## config.mk

```make
export PLATFORM = sky130hd
export DESIGN_NAME = ahb_debug_bridge
export DESIGN_NICKNAME = d
export VERILOG_FILES = /design/src/hw/ahb_debug_bridge_pkg.sv /design/src/hw/ahb_transfer_capture.sv /design/src/hw/adiv5_resp_tracker.sv /design/src/hw/adiv5_cmd_sequencer.sv /design/src/hw/ahb_debug_bridge.sv
export VERILOG_INCLUDE_DIRS = /design/src /design/src/include
export SDC_FILE = /design/constraint.sdc
export NUM_CORES = 1
export LEC_CHECK = 0
export ABC_CLOCK_PERIOD_IN_PS = 3080
export BUFFER_PORTS_ARGS = -buffer_cell sky130_fd_sc_hd__buf_2
export CAP_MARGIN = 40
export CORE_ASPECT_RATIO = 1.1
export CORE_MARGIN = 4
export CORE_UTILIZATION = 49
export DETAILED_ROUTE_END_ITERATION = 8
export HOLD_SLACK_MARGIN = 0.12
export PLACE_DENSITY = 0.73
export SLEW_MARGIN = 20
export SYNTH_ARGS = -nofsm -noshare
export SYNTH_HDL_FRONTEND = slang
export SYNTH_SLANG_ARGS = --single-unit
export TNS_END_PERCENT = 100
```

## constraint.sdc

```tcl
create_clock -name CLK -period 3.08 [get_ports CLK]
set_input_delay 0.154 -clock CLK [delete_from_list [all_inputs] [get_ports CLK]]
set_output_delay 0.154 -clock CLK [all_outputs]
set_load 0.005 [all_outputs]
```

## src/include/ahb_debug_bridge_config.svh

```systemverilog
`ifndef AHB_DEBUG_BRIDGE_CONFIG_SVH
`define AHB_DEBUG_BRIDGE_CONFIG_SVH

// DP and AP register byte addresses
`define DP_ADDR_SELECT  8'h08
`define AP_ADDR_CSW     8'h00
`define AP_ADDR_TAR     8'h04
`define AP_ADDR_DRW     8'h0C
`define AP_ADDR_BD0     8'h10

// ADIv5 acknowledge codes
`define STAT_OK         3'd1
`define STAT_FAULT      3'd4

// AHB-Lite encodings
`define HTRANS_IDLE     2'b00
`define HTRANS_BUSY     2'b01
`define HRESP_OKAY      1'b0
`define HRESP_ERROR     1'b1

// Field positions inside CSW and SELECT
`define CSW_WIDTH_LSB   0
`define CSW_AUTOINC_LSB 4
`define SEL_APBANK_LSB  4
`define CSW_INC_SINGLE  2'b01

// FIFO word widths
`define CMD_WIDTH       42
`define RESP_WIDTH      35

`endif

```

## src/hw/ahb_debug_bridge_pkg.sv

```systemverilog
package ahb_debug_bridge_pkg;

   // AHB address, also used for the tracked TAR
   typedef logic [31:0] addr_t;

   // Data word on AHB and in DRW or BDn
   typedef logic [31:0] word_t;

   // Transfer size, same coding as the CSW width field
   typedef logic [2:0] size_t;

   // ADIv5 acknowledge
   typedef logic [2:0] stat_t;

   // DP or AP register byte address
   typedef logic [7:0] reg_addr_t;

   // Wrapping count of commands, at most four in flight
   typedef logic [2:0] cnt_t;

   // Entry of the command FIFO
   typedef struct packed {
      logic      ap_ndp;
      logic      rnw;
      reg_addr_t reg_addr;
      word_t     data;
   } adiv5_cmd_t;

   // Entry of the response FIFO
   typedef struct packed {
      stat_t stat;
      word_t data;
   } adiv5_resp_t;

   // AHB transfer taken from the address phase
   typedef struct packed {
      addr_t addr;
      size_t size;
      logic  write;
   } ahb_req_t;

   // Command sequencer states
   typedef enum logic [3:0] {
      SEQ_INIT_SELECT,
      SEQ_INIT_CSW,
      SEQ_WAIT_CSW,
      SEQ_IDLE,
      SEQ_SELECT_BANK,
      SEQ_SET_CSW,
      SEQ_SET_TAR,
      SEQ_ACCESS_DRW,
      SEQ_ACCESS_BD,
      SEQ_WAIT_RESP
   } seq_state_t;

endpackage

```

## src/hw/ahb_transfer_capture.sv

```systemverilog
`include "ahb_debug_bridge_config.svh"

module ahb_transfer_capture
(
   input  logic                             CLK,
   input  logic                             arst_n,
   input  logic                             hsel,
   input  logic                             hready,
   input  logic                             hwrite,
   input  logic [1:0]                       htrans,
   input  ahb_debug_bridge_pkg::size_t      hsize,
   input  ahb_debug_bridge_pkg::addr_t      haddr,
   input  ahb_debug_bridge_pkg::word_t      hwdata,
   input  logic                             done,
   input  logic                             fault,
   input  ahb_debug_bridge_pkg::word_t      rdata,
   output ahb_debug_bridge_pkg::ahb_req_t   req,
   output logic                             req_valid,
   output ahb_debug_bridge_pkg::word_t      wdata,
   output logic                             hreadyout,
   output logic                             hresp,
   output ahb_debug_bridge_pkg::word_t      hrdata
);

   logic accept;
   logic err_wait;

   // Valid address phase, IDLE and BUSY carry no transfer
   assign accept = hsel && hready && (htrans != `HTRANS_IDLE) && (htrans != `HTRANS_BUSY);

   always_ff @(posedge CLK or negedge arst_n)
   begin
      if (!arst_n)
      begin
         req_valid <= 1'b0;
         hreadyout <= 1'b1;
         hresp     <= `HRESP_OKAY;
         err_wait  <= 1'b0;
      end
      else
      begin
         req_valid <= accept;
         // ERROR is dropped once the master has seen it with HREADYOUT high
         if (hreadyout)
            hresp <= `HRESP_OKAY;
         if (accept)
            hreadyout <= 1'b0;
         if (err_wait)
         begin
            hreadyout <= 1'b1;
            err_wait  <= 1'b0;
         end
         else if (done)
         begin
            if (fault)
            begin
               // First cycle of the two-cycle ERROR response
               hresp    <= `HRESP_ERROR;
               err_wait <= 1'b1;
            end
            else
               hreadyout <= 1'b1;
         end
      end
   end

   always_ff @(posedge CLK)
   begin
      if (accept)
      begin
         req.addr  <= haddr;
         req.size  <= hsize;
         req.write <= hwrite;
      end
      // Data phase runs while req_valid is high
      if (req_valid && req.write)
         wdata <= hwdata;
      if (done)
         hrdata <= rdata;
   end

endmodule

```

## src/hw/adiv5_resp_tracker.sv

```systemverilog
`include "ahb_debug_bridge_config.svh"

module adiv5_resp_tracker
(
   input  logic                                CLK,
   input  logic                                arst_n,
   input  logic                                cmd_issued,
   input  logic                                resp_empty,
   input  ahb_debug_bridge_pkg::adiv5_resp_t   resp_data,
   output logic                                resp_rden,
   output logic                                all_recvd,
   output ahb_debug_bridge_pkg::adiv5_resp_t   last_resp,
   output ahb_debug_bridge_pkg::stat_t         stat,
   output logic                                fault,
   output logic                                fault_event
);

   import ahb_debug_bridge_pkg::*;

   cnt_t issued_cnt;
   cnt_t recvd_cnt;
   logic resp_check;

   // Drain responses as soon as they show up
   assign resp_rden = !resp_empty;

   // A command written this cycle is not yet in issued_cnt
   assign all_recvd = (issued_cnt == recvd_cnt) && !cmd_issued;

   assign fault = (stat != `STAT_OK);

   always_ff @(posedge CLK or negedge arst_n)
   begin
      if (!arst_n)
      begin
         issued_cnt  <= '0;
         recvd_cnt   <= '0;
         resp_check  <= 1'b0;
         stat        <= `STAT_OK;
         fault_event <= 1'b0;
      end
      else
      begin
         resp_check  <= resp_rden;
         fault_event <= 1'b0;
         if (cmd_issued)
            issued_cnt <= issued_cnt + cnt_t'(1);
         if (resp_check)
         begin
            recvd_cnt <= recvd_cnt + cnt_t'(1);
            if (resp_data.stat != `STAT_OK)
            begin
               fault_event <= 1'b1;
               // Keep the first failing status
               if (stat == `STAT_OK)
                  stat <= resp_data.stat;
            end
         end
      end
   end

   always_ff @(posedge CLK)
   begin
      if (resp_check)
         last_resp <= resp_data;
   end

endmodule

```

## src/hw/adiv5_cmd_sequencer.sv

```systemverilog
`include "ahb_debug_bridge_config.svh"

module adiv5_cmd_sequencer
(
   input  logic                                CLK,
   input  logic                                arst_n,
   input  logic [7:0]                          apsel,
   input  ahb_debug_bridge_pkg::ahb_req_t      req,
   input  logic                                req_valid,
   input  ahb_debug_bridge_pkg::word_t         wdata,
   input  logic                                cmd_full,
   input  logic                                all_recvd,
   input  ahb_debug_bridge_pkg::adiv5_resp_t   last_resp,
   input  logic                                fault_event,
   output ahb_debug_bridge_pkg::adiv5_cmd_t    cmd_data,
   output logic                                cmd_wren,
   output logic                                cmd_issued,
   output logic                                done,
   output ahb_debug_bridge_pkg::word_t         rdata
);

   import ahb_debug_bridge_pkg::*;

   localparam size_t      SIZE_WORD = 3'd2;
   localparam logic [3:0] BANK_MEM  = 4'h0;
   localparam logic [3:0] BANK_BD   = 4'h1;

   seq_state_t state;
   seq_state_t next_st;
   seq_state_t route_st;
   logic [3:0] bank_req;
   logic [3:0] route_bank;
   logic [3:0] cur_bank;

   // Shadows of the target's registers
   word_t      sel;
   word_t      csw;
   addr_t      tar;

   word_t      sel_init;
   word_t      sel_next;
   word_t      csw_next;
   size_t      csw_width;
   logic       autoinc_single;
   logic       bd_hit;
   logic       pending;
   logic       issue_req;
   logic       issue;
   adiv5_cmd_t cmd_next;

   function automatic adiv5_cmd_t make_cmd(input logic ap, input logic rd,
                                           input reg_addr_t ra, input word_t d);
      adiv5_cmd_t c;
      c.ap_ndp   = ap;
      c.rnw      = rd;
      c.reg_addr = ra;
      c.data     = rd ? '0 : d;
      return c;
   endfunction

   assign csw_width      = csw[`CSW_WIDTH_LSB +: 3];
   assign autoinc_single = (csw[`CSW_AUTOINC_LSB +: 2] == `CSW_INC_SINGLE);
   assign cur_bank       = sel[`SEL_APBANK_LSB +: 4];
   assign sel_init       = {apsel, 24'h0};
   assign cmd_issued     = cmd_wren;

   always_comb
   begin
      sel_next = sel;
      sel_next[`SEL_APBANK_LSB +: 4] = bank_req;
      csw_next = csw;
      csw_next[`CSW_WIDTH_LSB +: 3] = req.size;
   end

   // Cheapest way to reach the requested address
   always_comb
   begin
      bd_hit = (req.size == SIZE_WORD) && (tar[3:0] == 4'h0) &&
               (req.addr[31:4] == tar[31:4]);
      if (req.size != csw_width)
      begin
         route_st   = SEQ_SET_CSW;
         route_bank = BANK_MEM;
      end
      else if (req.addr == tar)
      begin
         route_st   = SEQ_ACCESS_DRW;
         route_bank = BANK_MEM;
      end
      else if (bd_hit)
      begin
         route_st   = SEQ_ACCESS_BD;
         route_bank = BANK_BD;
      end
      else
      begin
         route_st   = SEQ_SET_TAR;
         route_bank = BANK_MEM;
      end
   end

   // Command of the current state, sent next cycle when the FIFO has room
   always_comb
   begin
      issue_req = 1'b1;
      cmd_next  = make_cmd(1'b0, 1'b0, `DP_ADDR_SELECT, sel_next);
      case (state)
         SEQ_INIT_SELECT:
            cmd_next = make_cmd(1'b0, 1'b0, `DP_ADDR_SELECT, sel_init);
         SEQ_INIT_CSW:
            cmd_next = make_cmd(1'b1, 1'b1, `AP_ADDR_CSW, '0);
         SEQ_SELECT_BANK:
            cmd_next = make_cmd(1'b0, 1'b0, `DP_ADDR_SELECT, sel_next);
         SEQ_SET_CSW:
            cmd_next = make_cmd(1'b1, 1'b0, `AP_ADDR_CSW, csw_next);
         SEQ_SET_TAR:
            cmd_next = make_cmd(1'b1, 1'b0, `AP_ADDR_TAR, req.addr);
         SEQ_ACCESS_DRW:
            cmd_next = make_cmd(1'b1, !req.write, `AP_ADDR_DRW, wdata);
         SEQ_ACCESS_BD:
            cmd_next = make_cmd(1'b1, !req.write,
                                reg_addr_t'(`AP_ADDR_BD0 + {req.addr[3:2], 2'b00}), wdata);
         default:
            issue_req = 1'b0;
      endcase
      issue = issue_req && !cmd_full;
   end

   always_ff @(posedge CLK or negedge arst_n)
   begin
      if (!arst_n)
      begin
         state    <= SEQ_INIT_SELECT;
         next_st  <= SEQ_IDLE;
         bank_req <= BANK_MEM;
         sel      <= '0;
         csw      <= '0;
         tar      <= '1;
         pending  <= 1'b0;
         cmd_wren <= 1'b0;
         done     <= 1'b0;
      end
      else
      begin
         cmd_wren <= issue;
         done     <= 1'b0;
         // Transfer that arrives during init waits here
         if (req_valid)
            pending <= 1'b1;
         case (state)
            SEQ_INIT_SELECT:
               if (issue)
               begin
                  sel   <= sel_init;
                  state <= SEQ_INIT_CSW;
               end
            SEQ_INIT_CSW:
               if (issue)
                  state <= SEQ_WAIT_CSW;
            SEQ_WAIT_CSW:
               if (all_recvd)
               begin
                  csw   <= last_resp.data;
                  state <= SEQ_IDLE;
               end
            SEQ_IDLE:
               if (req_valid || pending)
               begin
                  pending  <= 1'b0;
                  next_st  <= route_st;
                  bank_req <= route_bank;
                  state    <= (cur_bank != route_bank) ? SEQ_SELECT_BANK : route_st;
               end
            SEQ_SELECT_BANK:
               if (issue)
               begin
                  sel   <= sel_next;
                  state <= next_st;
               end
            SEQ_SET_CSW:
               if (issue)
               begin
                  csw   <= csw_next;
                  state <= (req.addr == tar) ? SEQ_ACCESS_DRW : SEQ_SET_TAR;
               end
            SEQ_SET_TAR:
               if (issue)
               begin
                  tar   <= req.addr;
                  state <= SEQ_ACCESS_DRW;
               end
            SEQ_ACCESS_DRW:
               if (issue)
               begin
                  if (autoinc_single)
                     tar <= tar + (addr_t'(1) << req.size);
                  state <= SEQ_WAIT_RESP;
               end
            SEQ_ACCESS_BD:
               if (issue)
                  state <= SEQ_WAIT_RESP;
            SEQ_WAIT_RESP:
               if (all_recvd)
               begin
                  done  <= 1'b1;
                  state <= SEQ_IDLE;
               end
            default:
               state <= SEQ_INIT_SELECT;
         endcase
         // A failed access leaves the target TAR unknown
         if (fault_event)
            tar <= '1;
      end
   end

   always_ff @(posedge CLK)
   begin
      if (issue)
         cmd_data <= cmd_next;
      if ((state == SEQ_WAIT_RESP) && all_recvd)
         rdata <= last_resp.data;
   end

endmodule

```

## src/hw/ahb_debug_bridge.sv

```systemverilog
`include "ahb_debug_bridge_config.svh"

module ahb_debug_bridge
(
   input  logic                                CLK,
   input  logic                                arst_n,
   input  logic                                hsel,
   input  logic                                hready,
   input  logic                                hwrite,
   input  logic [1:0]                          htrans,
   input  ahb_debug_bridge_pkg::size_t         hsize,
   input  ahb_debug_bridge_pkg::addr_t         haddr,
   input  ahb_debug_bridge_pkg::word_t         hwdata,
   output logic                                hreadyout,
   output logic                                hresp,
   output ahb_debug_bridge_pkg::word_t         hrdata,
   input  logic [7:0]                          apsel,
   output ahb_debug_bridge_pkg::stat_t         stat,
   output ahb_debug_bridge_pkg::adiv5_cmd_t    cmd_data,
   output logic                                cmd_wren,
   input  logic                                cmd_full,
   input  ahb_debug_bridge_pkg::adiv5_resp_t   resp_data,
   output logic                                resp_rden,
   input  logic                                resp_empty
);

   import ahb_debug_bridge_pkg::*;

   ahb_req_t    req;
   logic        req_valid;
   word_t       wdata;
   logic        done;
   word_t       rdata;
   logic        fault;
   logic        fault_event;
   logic        cmd_issued;
   logic        all_recvd;
   adiv5_resp_t last_resp;

   // FIFO words must match the struct layouts
   if (($bits(adiv5_cmd_t) != `CMD_WIDTH) || ($bits(adiv5_resp_t) != `RESP_WIDTH))
   begin : g_width_check
      $error("FIFO word width differs from struct layout");
   end

   ahb_transfer_capture i_capture
   (
      .CLK       (CLK),
      .arst_n    (arst_n),
      .hsel      (hsel),
      .hready    (hready),
      .hwrite    (hwrite),
      .htrans    (htrans),
      .hsize     (hsize),
      .haddr     (haddr),
      .hwdata    (hwdata),
      .done      (done),
      .fault     (fault),
      .rdata     (rdata),
      .req       (req),
      .req_valid (req_valid),
      .wdata     (wdata),
      .hreadyout (hreadyout),
      .hresp     (hresp),
      .hrdata    (hrdata)
   );

   adiv5_resp_tracker i_tracker
   (
      .CLK         (CLK),
      .arst_n      (arst_n),
      .cmd_issued  (cmd_issued),
      .resp_empty  (resp_empty),
      .resp_data   (resp_data),
      .resp_rden   (resp_rden),
      .all_recvd   (all_recvd),
      .last_resp   (last_resp),
      .stat        (stat),
      .fault       (fault),
      .fault_event (fault_event)
   );

   adiv5_cmd_sequencer i_sequencer
   (
      .CLK         (CLK),
      .arst_n      (arst_n),
      .apsel       (apsel),
      .req         (req),
      .req_valid   (req_valid),
      .wdata       (wdata),
      .cmd_full    (cmd_full),
      .all_recvd   (all_recvd),
      .last_resp   (last_resp),
      .fault_event (fault_event),
      .cmd_data    (cmd_data),
      .cmd_wren    (cmd_wren),
      .cmd_issued  (cmd_issued),
      .done        (done),
      .rdata       (rdata)
   );

endmodule

```

==> results.cfg, run 1 <==
[die]
dieArea_um2 = 28500
num_io_pins = 200
die_width_um = 161
fp.coreArea_um2 = 25400
initial_utilization = 0.499
row_count = 61
die_h_um = 177

[setup_path]
path_class = flip-flop to flip-flop
cp-start-kind = flip-flop
critPathMaxFanout = 11
setup.worst_path.end_class = flip-flop
cp.arrival_ns = 3.43
cp.required_ns = 3.55

[final_layout]
fill_cells = 1791
drive_above_1_share = 0.296
fin_nets = 1371
fin_area_um2 = 16300
synthToLayoutAreaGrowth_pct = 28.6
fin_util = 0.642

[timing]
skew_ns = 0.0131
grt_setup_unrepaired = true
period_needed_ns = 2.97
setup_ws_ns = 0.113
hold_viol = 0
finalSetupViolCount = 0
timing.slew.headroom = 0.575
worst_slew_pin_slew_ns = 0.636
timing.final.crit_share = 0.963
fmax_ghz = 0.337
slew_violations = 0
timing.hold.ws_ns = 0.151

[logic_synthesis]
ys_async_sr_fraction = 0.330
synth_edf_count = 201
ys_types = 85
synth_most_common_cell = edfxtp_1
netlist_top_cells_count = 201 x edfxtp_1, 70 x nor2_1, 63 x dfrtp_1
synth.top_cell.area_share = 0.476
synth_seq_area_share = 0.675
synthTopCellsByArea = edfxtp_1 48%, dfrtp_1 12%, dfstp_2 7.5%, mux2_2 3.5%, nor2_1 2.1%
syn_area_um2 = 12700
synth_cells = 912
synth_top_cell_by_area = edfxtp_1
avgSynthCellArea_um2 = 13.9
synth_ff_type = edfxtp_1
ys_seq_elements = 300
yosys_warnings = 0

[place]
hpwl_mm = 22.6
io_buffers = 193
dp_slack_ns = 0.168
dpl_cell_area_um2 = 14200
globalplace.congestion = 0.898

[power]
vdd_ir_drop_max_uv = 467
p_total_mw = 13.2
p_leak_nw = 6.60
powerDensity_nw_per_um2 = 810

[run]
drv_cap = 0

[global_route]
grt_usage = 0.243
grt_first_pass_wirelength_mm = 54.1
grt_max_degree = 52
antenna_found_initial = 1
first_global_vias = 9295
grt_overflow = 0

[drt]
vias = 9375
wl_mm = 35.7
first_pass_iters = 6
routed_via_density = 5.82
wire_per_inst_um = 22.2
drc_errors = 0
drtAntennaViolNets = 0
drt_iter0_drc = 1043

[clock_tree]
insertion_delay_ns = 0.55
numCtsBuffers = 29
clkTransAtPathRegs_ns = 0.06
cts_tree = built
clk_path_buf_depth = 3
h-tree-depth = 1
clkSinkCount = 300
cts_root_buffer = clkbuf_16

[min_path]
hold_path_class = primary input to flip-flop

[run_status]
status = finished clean
## routing by layer
layer,up-vias,global-route usage,part of all wire
met5,-,0,0
met4,0,0.0700,0.026
met3,74,0.0429,0.084
met2,538,0.408,0.49
met1,4628,0.330,0.40
li1,4135,-,-
## final timing paths
kind	depth (start not counted)	to	start	slack, ns
min reg2reg	0	i_capture.hrdata[19]	i_sequencer.rdata[19]	0.42
min in group asynchronous	2	i_sequencer.tar[4]	arst_n	0.17
max in group asynchronous	3	i_sequencer.csw[2]	arst_n	2.10
max reg2reg	8	i_sequencer.tar[20]	i_capture.req[1]	0.11
max	8	i_sequencer.tar[20]	i_capture.req[1]	0.11
min	2	i_capture.req_valid	hsel	0.15
## layout by cell type, fill, tap and decap left out, types with 11 or more instances in the layout
master         synthesis  final
nor2_1                70     66
a222oi_1              24     24
nand3_1               16     16
buf_2                 20    192
clkbuf_16              0     29
ha_1                  11     11
and3_1                19     17
dlygate4sd3_1          0    116
nand2_1               41     41
dfstp_2               36     36
nor3_1                17     17
o21ai_0               24     24
clkbuf_1              19     11
inv_1                 33     33
buf_4                 11     30
a21oi_1               32     32
mux2_2                39     39
xor2_1                30     30
a221oi_1              16     16
a211oi_1              11     11
xnor2_1               19     19
edfxtp_1             201    201
dfrtp_1               63     62
## state kept, by name, indices dropped and copies added (netlist names)
signal,count
i_sequencer.state,4
i_tracker.recvd_cnt,3
i_tracker.last_resp,32
i_capture.req,36
i_sequencer.sel,9
i_sequencer.cmd_issued,1
i_sequencer.done,1
i_sequencer.pending,1
i_sequencer.cmd_data,37
i_capture.wdata,32
i_sequencer.tar,32
i_capture.hrdata,32
i_capture.hresp,1
i_tracker.issued_cnt,3
i_sequencer.next_st,4
i_capture.hreadyout,1
i_tracker.fault_event,1
i_tracker.resp_check,1
i_tracker.stat,3
i_capture.req_valid,1
i_capture.err_wait,1
i_sequencer.csw,32
i_sequencer.rdata,32
## power by group
part / internal [mW] / total, mW / switching [mW] / leakage [nW]
Combinational: 1.66 / 3.91 / 2.25 / 3.10
Sequential: 5.27 / 5.87 / 0.602 / 3.07
Clock: 1.96 / 3.44 / 1.49 / 0.431
## per-stage QoR
stage	cells	TNS (ns)
finish	1610	0
global route	1609	-0.168
CTS	1603	0
detailed placement	1434	0
global placement	1430	0
floorplan	916	0
## worst max-delay path, stage by stage (launching register included)
cell,delay (ns)
edfxtp_1,0.55
nor3b_1,0.37
ha_1,0.34
nor2b_1,0.17
o31a_1,0.30
o221ai_1,0.50
nor3_1,0.12
a2111oi_0,0.46
nor2_1,0.07
## logic make-up after synthesis
logic type                 Yosys count  synth area share
muxes                               44            0.0386
other                                1          0.000296
AOI/OAI and AO/OA                  194             0.116
xor gates and xnor gates            49            0.0338
DFF                                300             0.675
adders and majority gates           12            0.0124
buffers and inverters               86            0.0314
and+or+nand+nor                    226            0.0930
## final cells by class
class,instances,area [um^2],share of cell area
well taps,346,433,0.0265
inverters,33,124,0.00759
flip-flops and latches,300,8560,0.525
diodes,2,5.00,0.000307
clock inverters,11,116,0.00713
multi-input cells,530,3770,0.231
clock buffers,42,795,0.0487
repair buffers,346,2510,0.154
## timing repair
item                                    4_1_cts  5_1_grt
buffers inserted                              0        4
gates resized for setup                       0        1
endpoints found under the hold margin       219        0
endpoints found under the setup margin        0        5
hold buffers                                116        0
(Power assumes the default switching activity.)
==> run 2, diff against run 1 <==
--- a/config.mk
+++ b/config.mk
@@ -14,7 +14,7 @@
 export CORE_UTILIZATION = 49
 export DETAILED_ROUTE_END_ITERATION = 8
 export HOLD_SLACK_MARGIN = 0.12
-export PLACE_DENSITY = 0.73
+export PLACE_DENSITY = 0.77
 export SLEW_MARGIN = 20
 export SYNTH_ARGS = -nofsm -noshare
 export SYNTH_HDL_FRONTEND = slang
==> run 2 against run 1 <==
  * Final cell count shrank 0.37%
  * Total power grew 1.5%
  * Flip-flop and latch count is the same
  * Worst hold slack gained 0.020 ns
  * Utilization shrank 0.11 points
  * Non-clock buffer count shrank 7
  * Sequential share of layout area grew 0.10 points
  * Largest cell class unchanged
  * Largest power group unchanged
==> results.cfg, run 2 (synthesized netlist as in run 1, its figures left out) <==
[global_route]
grt_usage = 0.248
grt_util_met1 = 0.323
first_global_vias = 9478
grt_max_degree = 47
use_met3 = 0.0524
antenna_found_initial = 1
grt_first_pass_wirelength_mm = 54.8
grt_busiest_layer = met2
grt_overflow = 0
gr-usage-met2 = 0.412

[clock_tree]
numCtsBuffers = 29
h-tree-depth = 1
clkTransAtPathRegs_ns = 0.06
insertion_delay_ns = 0.55
clkSinkCount = 300
cts_tree = built
postCtsSetupBuffers = 0
clk_path_buf_depth = 3
cts_root_buffer = clkbuf_16

[power]
swShare = 0.336
combPwrFrac = 0.296
vdd_ir_drop_max_uv = 528
p_sw_mw = 4.51
p_total_mw = 13.4
seq_power_share = 0.440
power.internal_mw = 8.91
p_leak_nw = 6.57
clkPwrFrac = 0.264
powerDensity_nw_per_um2 = 824

[drt]
first_pass_iters = 7
wl_mm = 36.5
drt_iter0_drc = 1072
drtAntennaViolNets = 0
routed_via_density = 5.86
vias = 9398
drc_errors = 0
wire_per_inst_um = 22.7

[timing]
fmax_ghz = 0.341
tns_ns = 0
timing.slew.headroom = 0.545
hold_viol = 0
slew_violations = 0
finalSetupViolCount = 0
timing.hold.ws_ns = 0.172
grt_setup_unrepaired = false
skew_ns = 0.0123
worst_slew_pin_slew_ns = 0.682
period_needed_ns = 2.93
timing.final.crit_share = 0.951

[setup_path]
cp-start-kind = flip-flop
r2r_start = i_capture.req[2]
setup.worst_path.end_class = flip-flop
critPathMaxFanout = 11
path_class = flip-flop to flip-flop
cp.required_ns = 3.51
cp.arrival_ns = 3.36
crit_start = i_capture.req[2]

[run_status]
status = finished clean

[final_layout]
final_cells = 1604
fin_area_um2 = 16300
fin_nets = 1364
layout_commonest_cell = edfxtp_1
largest_reg_flops = 37
layout_common_cells = 201 x edfxtp_1, 192 x buf_2, 117 x dlygate4sd3_1
largest-register = i_sequencer.cmd_data
top_regs = i_sequencer.cmd_data (37), i_capture.req (36)
synthToLayoutAreaGrowth_pct = 28.4
fill_cells = 1717
drive_above_1_share = 0.297

[place]
dpl.cell_count = 1431
dpl_cell_area_um2 = 14200
hpwl_mm = 22.6
io_buffers = 193
globalplace.congestion = 0.949

[die]
fp.coreArea_um2 = 25400
num_io_pins = 200
die_width_um = 161
initial_utilization = 0.499
dieArea_um2 = 28500
row_count = 61
die_h_um = 177

[run]
drv_cap = 0

[min_path]
hold_path_class = primary input to async pin
==> run 2: layout make-up <==
type                       count  area, um^2  share of cell area
antenna                        2        5.00            0.000307
clock buffer                  39         783              0.0481
clock inverter                15         154             0.00945
inverter                      33         124             0.00760
multi-input combinational    530        3780               0.232
sequential                   300        8560               0.526
tap                          346         433              0.0266
timing repair buffer         339        2440               0.150
==> run 2: final timing paths <==
| kind | to | slack (ns) | cells past startpoint |
|---|---|---|---|
| setup / recovery | i_sequencer.tar[28] | 0.15 | 7 |
| hold / removal | i_sequencer.csw[3] | 0.17 | 2 |
| setup reg to reg | i_sequencer.tar[28] | 0.15 | 7 |
| hold reg to reg | i_capture.hrdata[31] | 0.42 | 0 |
| max in group asynchronous | i_sequencer.next_st[1] | 2.09 | 3 |
| min in group CLK | i_capture.hreadyout | 0.19 | 3 |
==> run 2: routing by layer <==
| metal | up-vias | wire [um] |
|---|---|---|
| li1 | 4115 | - |
| met1 | 4561 | 13300 |
| met2 | 618 | 17800 |
| met3 | 104 | 3910 |
| met4 | 0 | 1470 |
| met5 | - | 0 |
==> run 2: through the flow <==
| step | setup WS, ns | utilization |
|---|---|---|
| 3_5_place_dp | 0.155 | 0.557 |
| 6_report | 0.151 | 0.641 |
| 4_1_cts | 0.145 | 0.640 |
| 3_3_place_gp | 0.296 | 0.554 |
| 5_1_grt | 0.00745 | 0.641 |
| 2_1_floorplan | 0.379 | - |
==> run 2: power groups by stage <==
stage | clock (mW) | combinational, mW | sequential (mW)
final | 3.54 | 3.98 | 5.91
after global routing | 3.75 | 4.29 | 5.99
after CTS | 3.52 | 3.83 | 5.87
after detailed placement | 0 | 3.69 | 5.94
after global placement | 0 | 3.56 | 5.90
after floorplan | 0 | 2.61 | 5.73
==> run 2: repair_timing <==
action,CTS,global route
hold endpoints to repair,163,0
endpoints found under the setup margin,0,3
resized for setup,0,2
hold buffers,117,0
==> run 2: critical path, cell delays in order, from the launching register on <==
cell      delay [ns]
edfxtp_1        0.53
or3b_2          0.56
fa_1            0.47
nor2b_1         0.19
o31a_1          0.25
o221a_4         0.33
nand3_1         0.12
o311ai_0        0.34
==> run 3, diff against run 2 <==
--- a/config.mk
+++ b/config.mk
@@ -11,10 +11,10 @@
 export CAP_MARGIN = 40
 export CORE_ASPECT_RATIO = 1.1
 export CORE_MARGIN = 4
-export CORE_UTILIZATION = 49
+export CORE_UTILIZATION = 51
 export DETAILED_ROUTE_END_ITERATION = 8
 export HOLD_SLACK_MARGIN = 0.12
-export PLACE_DENSITY = 0.77
+export PLACE_DENSITY = 0.8
 export SLEW_MARGIN = 20
 export SYNTH_ARGS = -nofsm -noshare
 export SYNTH_HDL_FRONTEND = slang
==> constraint.sdc (replaced) <==
create_clock -name CLK -period 3.08 [get_ports CLK]
set_input_delay 0.308 -clock CLK [delete_from_list [all_inputs] [get_ports CLK]]
set_output_delay 0.308 -clock CLK [all_outputs]
set_load 0.005 [all_outputs]
==> run 3 against run 2 <==
  * Wire length up 1.8%
  * Global-route usage grew 2.0 points
  * Critical endpoint is now i_sequencer.tar[30]
  * Design area increased by 0.45%
  * Total power increased by 1.9%
  * Largest cell class unchanged
  * Sequential share of layout area shrank 0.24 points
  * Worst hold slack better by 0.033 ns
  * Largest power group unchanged
  * Setup slack improved by 0.0095 ns
==> results.cfg, run 3 (synthesized netlist as in run 1, its figures left out) <==
[setup_path]
cpPeakStageDelay_ns = 0.54
r2r_slack_ns = 0.16
worstPathCellList = or3b_2 -> fa_1 -> nor2b_1 -> o31a_1 -> o221a_2 -> nand3_1 -> mux2i_1 -> o21ai_0
cp_top_family = simple AND/OR/NAND/NOR gates
critPathMaxFanout = 10
cp-start-kind = flip-flop
cp.required_ns = 3.55
r2r_start = i_capture.req[2]
cp.arrival_ns = 3.39
slowest_stage = or3b_2
r2r_cells = 8
worst-path-buf-inv = 0
r2r_end = i_sequencer.tar[30]
path_class = flip-flop to flip-flop
setup.worst_path.end_class = flip-flop

[drt]
drtAntennaViolNets = 0
vias = 9626
drc_errors = 0
routed_via_density = 6.10
first_pass_iters = 8
wl_mm = 37.1
wire_per_inst_um = 23.5
drt_iter0_drc = 1146

[timing]
skew_ns = 0.0205
slew_violations = 0
worst_slew_pin_slew_ns = 0.826
period_needed_ns = 2.92
tns_ns = 0
timing.slew.headroom = 0.448
finalSetupViolCount = 0
timing.final.crit_share = 0.948
hold_viol = 0
fmax_ghz = 0.343
setup_ws_ns = 0.161

[power]
vdd_ir_drop_max_uv = 581
power.internal_mw = 9.18
p_leak_nw = 6.68
clkPwrFrac = 0.281
swShare = 0.329
combPwrFrac = 0.289
powerDensity_nw_per_um2 = 836
p_sw_mw = 4.50
seq_power_share = 0.430

[clock_tree]
clk_path_buf_depth = 3
clkTransAtPathRegs_ns = 0.07
cts.repair.resized = 0
numCtsBuffers = 30
clkSinkCount = 300
cts_root_buffer = clkbuf_16
cts_tree = built
h-tree-depth = 1
insertion_delay_ns = 0.58

[place]
dpl.cell_count = 1401
dp_slack_ns = 0.203
dpl_cell_area_um2 = 14100
hpwl_mm = 22.6
io_buffers = 193
globalplace.congestion = 0.902

[min_path]
hold_path_class = primary input to flip-flop
min_from = hready
hold_depth = 2
hold_end = i_capture.req_valid

[global_route]
first_global_vias = 9941
grt_first_pass_wirelength_mm = 57.1
antenna_found_initial = 0
grt_usage = 0.268
grt_overflow = 0
grt_max_degree = 39

[die]
num_io_pins = 200
die_width_um = 158
die_h_um = 173
row_count = 60
fp.coreArea_um2 = 24500
dieArea_um2 = 27500
initial_utilization = 0.518

[final_layout]
synthToLayoutAreaGrowth_pct = 29.0
layout_commonest_cell = edfxtp_1
drive_above_1_share = 0.304
largest_reg_flops = 37
final_cells = 1578
fin_area_um2 = 16400
n_antenna_cell = 0
top_regs = i_sequencer.cmd_data (37), i_capture.req (36)
largest-register = i_sequencer.cmd_data
layout_common_cells = 201 x edfxtp_1, 192 x buf_2, 115 x dlygate4sd3_1
fin_nets = 1375

[run_status]
status = finished clean

[run]
drv_cap = 0
## run 3: layout make-up
class / count / area [um^2]
inverters: 33 / 124
well taps: 310 / 388
repair buffers: 349 / 2490
flip-flops and latches: 300 / 8560
clock buffers: 38 / 821
fillers: 1604 / 8110
clock inverters: 18 / 218
multi-input cells: 530 / 3760
## run 3: worst reg2reg max path: stages, from the launching register on
cell and delay [ns]:
edfxtp_1 0.50, or3b_2 0.54, fa_1 0.47, nor2b_1 0.18
o31a_1 0.24, o221a_2 0.38, nand3_1 0.14, mux2i_1 0.15
o21ai_0 0.22
## run 3: through the flow
step           power, mW  utilization  hold slack [ns]
3_5_place_dp        9.57        0.577            0.273
3_3_place_gp        9.42        0.575            0.401
5_1_grt             14.3        0.669            0.201
6_report            13.7        0.669            0.204
2_1_floorplan       8.35            -           0.0124
4_1_cts             13.5        0.667            0.189
## run 3: worst max path at each step
stage / from / slack [ns] / cells after the start / end
finish: i_capture.req[2] / 0.16 / 8 / i_sequencer.tar[30]
global route: i_capture.req[2] / -0.003 / 8 / i_sequencer.tar[30]
CTS: i_capture.req[2] / 0.15 / 8 / i_sequencer.tar[30]
detailed placement: i_sequencer.tar[12] / 0.20 / 11 / i_sequencer.state[0]
global placement: i_sequencer.tar[13] / 0.31 / 11 / i_sequencer.state[0]
floorplan: i_sequencer.state[2] / 0.38 / 7 / i_sequencer.sel[24]
## run 3: timing repair
item | CTS | global route
endpoints found under the hold margin | 177 | 0
buffers inserted | 0 | 6
hold buffers | 115 | 0
setup endpoints to repair | 0 | 6
## run 3: per-layer routing
metal  wire (um)  track usage  vias up
li1            -            -     4145
met1       13300        0.342     4725
met2       18700        0.458      625
met3        3500       0.0487      131
met4        1660       0.0967        0
met5           0            0        -
## run 3: power by group through the flow
stage / registers (mW) / logic (mW) / clock network (mW)
final: 5.88 / 3.95 / 3.84
after global routing: 5.96 / 4.32 / 4.05
after CTS: 5.85 / 3.82 / 3.82
after detailed placement: 5.91 / 3.66 / 0
after global placement: 5.88 / 3.54 / 0
after floorplan: 5.73 / 2.61 / 0
